File: config.mk
export PLATFORM = sky130hd
export DESIGN_NAME = vram_request_queue
export DESIGN_NICKNAME = d
export VERILOG_FILES = /design/src/verilog/vram_pkg.sv /design/src/verilog/vdp_pkg.sv /design/src/verilog/vram_request_queue.sv
export SDC_FILE = /design/constraint.sdc
export NUM_CORES = 1
export LEC_CHECK = 0
export BUFFER_PORTS_ARGS = -buffer_cell sky130_fd_sc_hd__buf_2
export CAP_MARGIN = 20
export CORE_ASPECT_RATIO = 0.5
export CORE_UTILIZATION = 50
export DETAILED_ROUTE_END_ITERATION = 16
export GPL_TIMING_DRIVEN = 0
export PLACE_DENSITY = 0.79
export SLEW_MARGIN = 0
export SYNTH_ARGS = -nofsm -noshare
export SYNTH_HDL_FRONTEND = slang
export SYNTH_SLANG_ARGS = --single-unit
File: constraint.sdc
create_clock -name clk -period 3.05 [get_ports clk]
set_input_delay 0.1525 -clock clk [delete_from_list [all_inputs] [get_ports clk]]
set_output_delay 0.1525 -clock clk [all_outputs]
set_load 0.005 [all_outputs]
File: src/verilog/vram_pkg.sv
// Memory side only; 14-bit address space and a power-of-two queue depth are assumed
package vram_pkg;

	// Address space, cut down from the 17 bits of a real V9958
	localparam int VRAM_ADDR_BITS	= 14;
	localparam int VRAM_BYTES		= 1 << VRAM_ADDR_BITS;	// 16 KB
	localparam int VRAM_ROW_BITS	= 6;	// Upper bits, 256-byte rows

	// Flow control between decoder and queue
	localparam int VRAM_CREDITS		= 4;	// Queue depth too
	localparam int CREDIT_BITS		= $clog2(VRAM_CREDITS + 1);
	localparam int QUEUE_PTR_BITS	= $clog2(VRAM_CREDITS);

	// --------------------------------------------------
	// Array latency, request to completion
	// --------------------------------------------------
	localparam int ROW_HIT_CYCLES	= 2;
	localparam int ROW_MISS_CYCLES	= 5;
	localparam int LAT_BITS			= $clog2(ROW_MISS_CYCLES);

endpackage

File: src/verilog/vdp_pkg.sv
// Host side only; port numbers follow the V9958 I/O map, register indices of 32 or more dropped
package vdp_pkg;

	// --------------------------------------------------
	// Host ports, selected by the two address lines
	// --------------------------------------------------
	typedef enum logic [1:0] {
		PORT_VRAM		= 2'd0,		// VRAM data with auto increment
		PORT_CTRL		= 2'd1,		// Two-byte control sequence
		PORT_PALETTE	= 2'd2,		// Palette, no storage here
		PORT_INDIRECT	= 2'd3		// Register write through R17
	} vdp_port_e;

	// --------------------------------------------------
	// VRAM operations carried down the pipeline
	// --------------------------------------------------
	typedef enum logic {
		OP_READ		= 1'b0,
		OP_WRITE	= 1'b1
	} vram_op_e;

	// Control register file
	localparam int CTRL_REG_COUNT	= 32;
	localparam int CTRL_REG_BITS	= 5;	// Index width

	// Pointer registers
	localparam int STATUS_PTR_REG	= 15;	// Selects the register a port-1 read returns
	localparam int INDIRECT_PTR_REG	= 17;	// Port-3 target, bit 7 stops the increment

endpackage
File: src/verilog/vram_request_queue.sv
// Depth equals the credit count and must be a power of two; relies on the sender never overrunning
`timescale 1ns/1ps
module vram_request_queue import vdp_pkg::*, vram_pkg::*; (
	input	logic						clk,
	input	logic						w_n_reset,
	input	logic						op_valid,
	input	vram_op_e					op_code,
	input	logic	[VRAM_ADDR_BITS-1:0]	op_address,
	input	logic	[7:0]				op_wdata,
	output	logic						credit_return,
	output	logic						mem_valid,
	output	vram_op_e					mem_code,
	output	logic	[VRAM_ADDR_BITS-1:0]	mem_address,
	output	logic	[7:0]				mem_wdata,
	input	logic						mem_idle
);
	// --------------------------------------------------
	// Entry storage
	// --------------------------------------------------
	vram_op_e						q_code [VRAM_CREDITS];
	logic	[VRAM_ADDR_BITS-1:0]	q_addr [VRAM_CREDITS];
	logic	[7:0]					q_data [VRAM_CREDITS];

	logic	[QUEUE_PTR_BITS-1:0]	wr_ptr;		// Wraps on its own
	logic	[QUEUE_PTR_BITS-1:0]	rd_ptr;
	logic	[CREDIT_BITS-1:0]		fill;
	logic							pop;

	// Head leaves as soon as the array is free
	assign pop				= (fill != '0) && mem_idle;
	assign mem_valid		= pop;
	assign credit_return	= pop;		// One credit per departing entry

	// Head of queue straight to the array
	assign mem_code		= q_code[rd_ptr];
	assign mem_address	= q_addr[rd_ptr];
	assign mem_wdata	= q_data[rd_ptr];

	// --------------------------------------------------
	// Pointers and fill count
	// --------------------------------------------------
	always_ff @(posedge clk) begin
		if (!w_n_reset) begin
			wr_ptr	<= '0;
			rd_ptr	<= '0;
			fill	<= '0;
		end else begin
			if (op_valid) begin
				wr_ptr <= wr_ptr + 1'b1;
			end
			if (pop) begin
				rd_ptr <= rd_ptr + 1'b1;
			end
			fill <= fill + CREDIT_BITS'(op_valid) - CREDIT_BITS'(pop);
		end
	end

	// Push side
	always_ff @(posedge clk) begin
		if (op_valid) begin
			q_code[wr_ptr]	<= op_code;
			q_addr[wr_ptr]	<= op_address;
			q_data[wr_ptr]	<= op_wdata;
		end
	end

endmodule

==> metrics.txt <==
Synth Area in Compound Gates=0.00458; clock power share=0.335; number of global-route vias before repair=1,924; setup tns final=0 ns; XOR/XNOR Fraction of Synth Area=0.00818; Filler cells=approximately 500; Worst-Margin Slew=0.586 ns; flop2flop setup slack=0.99 ns; Crit. End Element=flip-flop; power per cell area=between 700 and 800 nW/um2; die width=between 100 and 150 um; highest routed layer=met4; post-CTS setup buffers=0; WL met3=314 um; sequential share of power=0.474; Core Region=between 7000 and 8000 um2; Util after Layout=0.626; Die Area=approximately 8000 um2; Avg Cell Area, Syn=23.3 um2; failing checks=DRC; clk sinks=between 100 and 150; Max Root-Sink Buffers=2; detailed placement HPWL=between 3000 and 4000 um; DRT Wirelength=a little over 6000 um; Synth Instances=between 150 and 200; Worst setup SP type=flip-flop; Critical Path AT=between 2 and 2.5 ns; f_max=0.484 GHz; Logic pwr share=0.191; endpoints failing setup=0; Skew-Pair Late Insertion Delay=between 0.3 and 0.4 ns; Sw Ratio=0.221; #FFs+latches synth=101; CTS Buf Count=9; Ant. Diodes=0; Worst Hold Class=in2reg; distinct cell type count after synthesis=20; Simple-Gate Fraction of Synth Area=0.0200; Antenna Nets Post-Route=0; max-slew violations=0; drc violations=2; Mapped Nets=198; maximum capacitance violations=0; root buffer cell=clkbuf_16; sequential area share after synthesis=0.770; CTS resizes=0; fin crit period=~2.1 ns; Initial Util=0.518; unrepaired setup endpoints after global routing=false; gpl congestion=approximately 0.69; Synth Area in Adders=0.0249; Net Switching=0.000765 W; met1 wire length=approximately 2500 um; WL per Instance=roughly 19 um; via density per instance=approximately 5.2; final number of hold-violating endpoints=0; Nets=264; largest net degree at the start of global routing=19; TritonCTS clock tree=yes; vias=1,731; Internal=0.00270 W; TritonRoute pass-1 iters=10; clock skew=roughly 0.0066 ns; cts hold-fix bufs=0; # H-tree levels=3; Boundary Pins=52; first-pass GRT wire length=between 10,000 and 15,000 um; Peak VDD IR=~0.00034 V; Slew Limit Headroom=0.610; Rows=22; main combinational cell family by area after synthesis=multiplexers; Overall Global Routing Usage=0.174; Pwr Total=around 0.0035 W; WP data required=3.29 ns; crit path max fanout=5; Leakage Power=1.64 nW; Met2 Routed Length=about 3200 um; type of the worst setup path=reg2reg; fin crit share=0.677; antenna violations before repair=0; share of layout cells above drive strength 1=0.402; GR Overflow Total=0; post-synthesis mux area share=0.149; CTS clk-pin slew, worst paths=0.06 ns; Post-Synthesis Cell Area=about 3800 um2; Initial DRC Count=168; DIE HEIGHT=about 64 um; P&R area growth vs syn=20.7%; synth warn=0; outcome=complete, but fails checks; PortBufs=a little over 50
==> power groups by stage <==
stage	logic, W	clock network (W)	registers, W
floorplan	0.000445	0	0.00166
global placement	0.000626	0	0.00167
detailed placement	0.000669	0	0.00167
CTS	0.000677	0.00118	0.00164
global route	0.000726	0.00123	0.00165
finish	0.000662	0.00116	0.00164
==> per-stage QoR <==
stage / instance area (um2) / setup slack (ns) / hold WS [ns] / instances
2_1_floorplan: 3820 / 1.08 / 0.251 / 164
3_3_place_gp: 4200 / 1.06 / 0.362 / 311
3_5_place_dp: 4310 / 0.992 / 0.371 / 315
4_1_cts: 4620 / 0.982 / 0.0148 / 330
5_1_grt: 4620 / 0.900 / 0.0188 / 330
6_report: 4620 / 0.986 / 0.0245 / 330
==> synthesized netlist by cell type <==
| cell type | count | area, um2 |
|---|---|---|
| buf_4 | 1 | 7.51 |
| ha_1 | 6 | 75.1 |
| mux2i_1 | 4 | 40.0 |
| and2_1 | 8 | 50.1 |
| dfxtp_1 | 9 | 180 |
| buf_2 | 2 | 10.0 |
| xnor3_1 | 1 | 22.5 |
| nor2b_1 | 1 | 6.26 |
| nand2_1 | 2 | 7.51 |
| buf_12 | 2 | 40.0 |
| mux4_1 | 3 | 78.8 |
| edfxtp_1 | 92 | 2760 |
| o311ai_0 | 1 | 8.76 |
| inv_1 | 6 | 22.5 |
| xor2_1 | 1 | 8.76 |
| mux4_2 | 20 | 450 |
| o31a_1 | 1 | 8.76 |
| nand2b_1 | 2 | 12.5 |
| buf_6 | 1 | 11.3 |
| fa_1 | 1 | 20.0 |
==> flip-flops by register name, summed over array words and instances, names as in the netlist, named ones only <==
signal / count
rd_ptr: 2
fill: 3
q_data: 32
wr_ptr: 2
q_addr: 56
q_code: 4
==> final cells by class <==
cell class                      count  area, um2  share of cell area
Sequential cell                   101       2940               0.638
Multi-Input combinational cell     51        790               0.171
Timing Repair Buffer               55        365              0.0792
Clock buffer                       11        233              0.0504
Tap cell                           96        120              0.0260
Clock inverter                      4       73.8              0.0160
Buffer                              6       68.8              0.0149
Inverter                            6       22.5             0.00488
==> final timing paths <==
path                          start                      to  cells past startpoint
min reg2reg  rd_ptr[1]$_SDFFE_PN0P_  rd_ptr[1]$_SDFFE_PN0P_                      2
max reg2reg      fill[1]$_SDFF_PN0_      fill[2]$_SDFF_PN0_                      7
max              fill[1]$_SDFF_PN0_      fill[2]$_SDFF_PN0_                      7
min                     op_wdata[0]  q_data[3][0]$_DFFE_PP_                      1
==> metal layers <==
layer  up-vias  global-route usage
li1        797                   -
met1       879               0.212
met2        47               0.297
met3         8              0.0553
met4         0              0.0655
met5         -                   0
==> cell usage in the layout (no fill, tap or decap) <==
master and count:
edfxtp_1 92, buf_2 53, mux4_2 20, dfxtp_1 9, clkbuf_16 9, and2_1 8, inv_1 6, ha_1 6
mux2i_1 4, buf_16 4, mux4_1 3, buf_12 2, nand2_1 2, nand2b_1 2, clkbuf_1 2, bufinv_16 2
o31a_1 1, buf_6 1, xor2_1 1, o311ai_0 1, nor2b_1 1, xnor3_1 1, fa_1 1, buf_4 1
clkinv_4 1, clkinv_2 1
==> cells by family (layout without fill, tap and decap cells) <==
| family | Yosys count | after routing |
|---|---|---|
| multiplexers | 27 | 27 |
| XOR/XNOR | 2 | 2 |
| adder cells (fa/ha/maj) | 7 | 7 |
| AO/OA/AOI/OAI | 2 | 2 |
| flip-flops | 101 | 101 |
| buffers and inverters | 12 | 82 |
| AND/OR/NAND/NOR | 13 | 13 |
==> critical path: stages, from the launching register on <==
cell and delay (ns):
dfxtp_1 0.33, o31a_1 0.38, ha_1 0.31, inv_1 0.04
ha_1 0.19, fa_1 0.37, xnor3_1 0.18, and2_1 0.16
(Power assumes the default switching activity.)
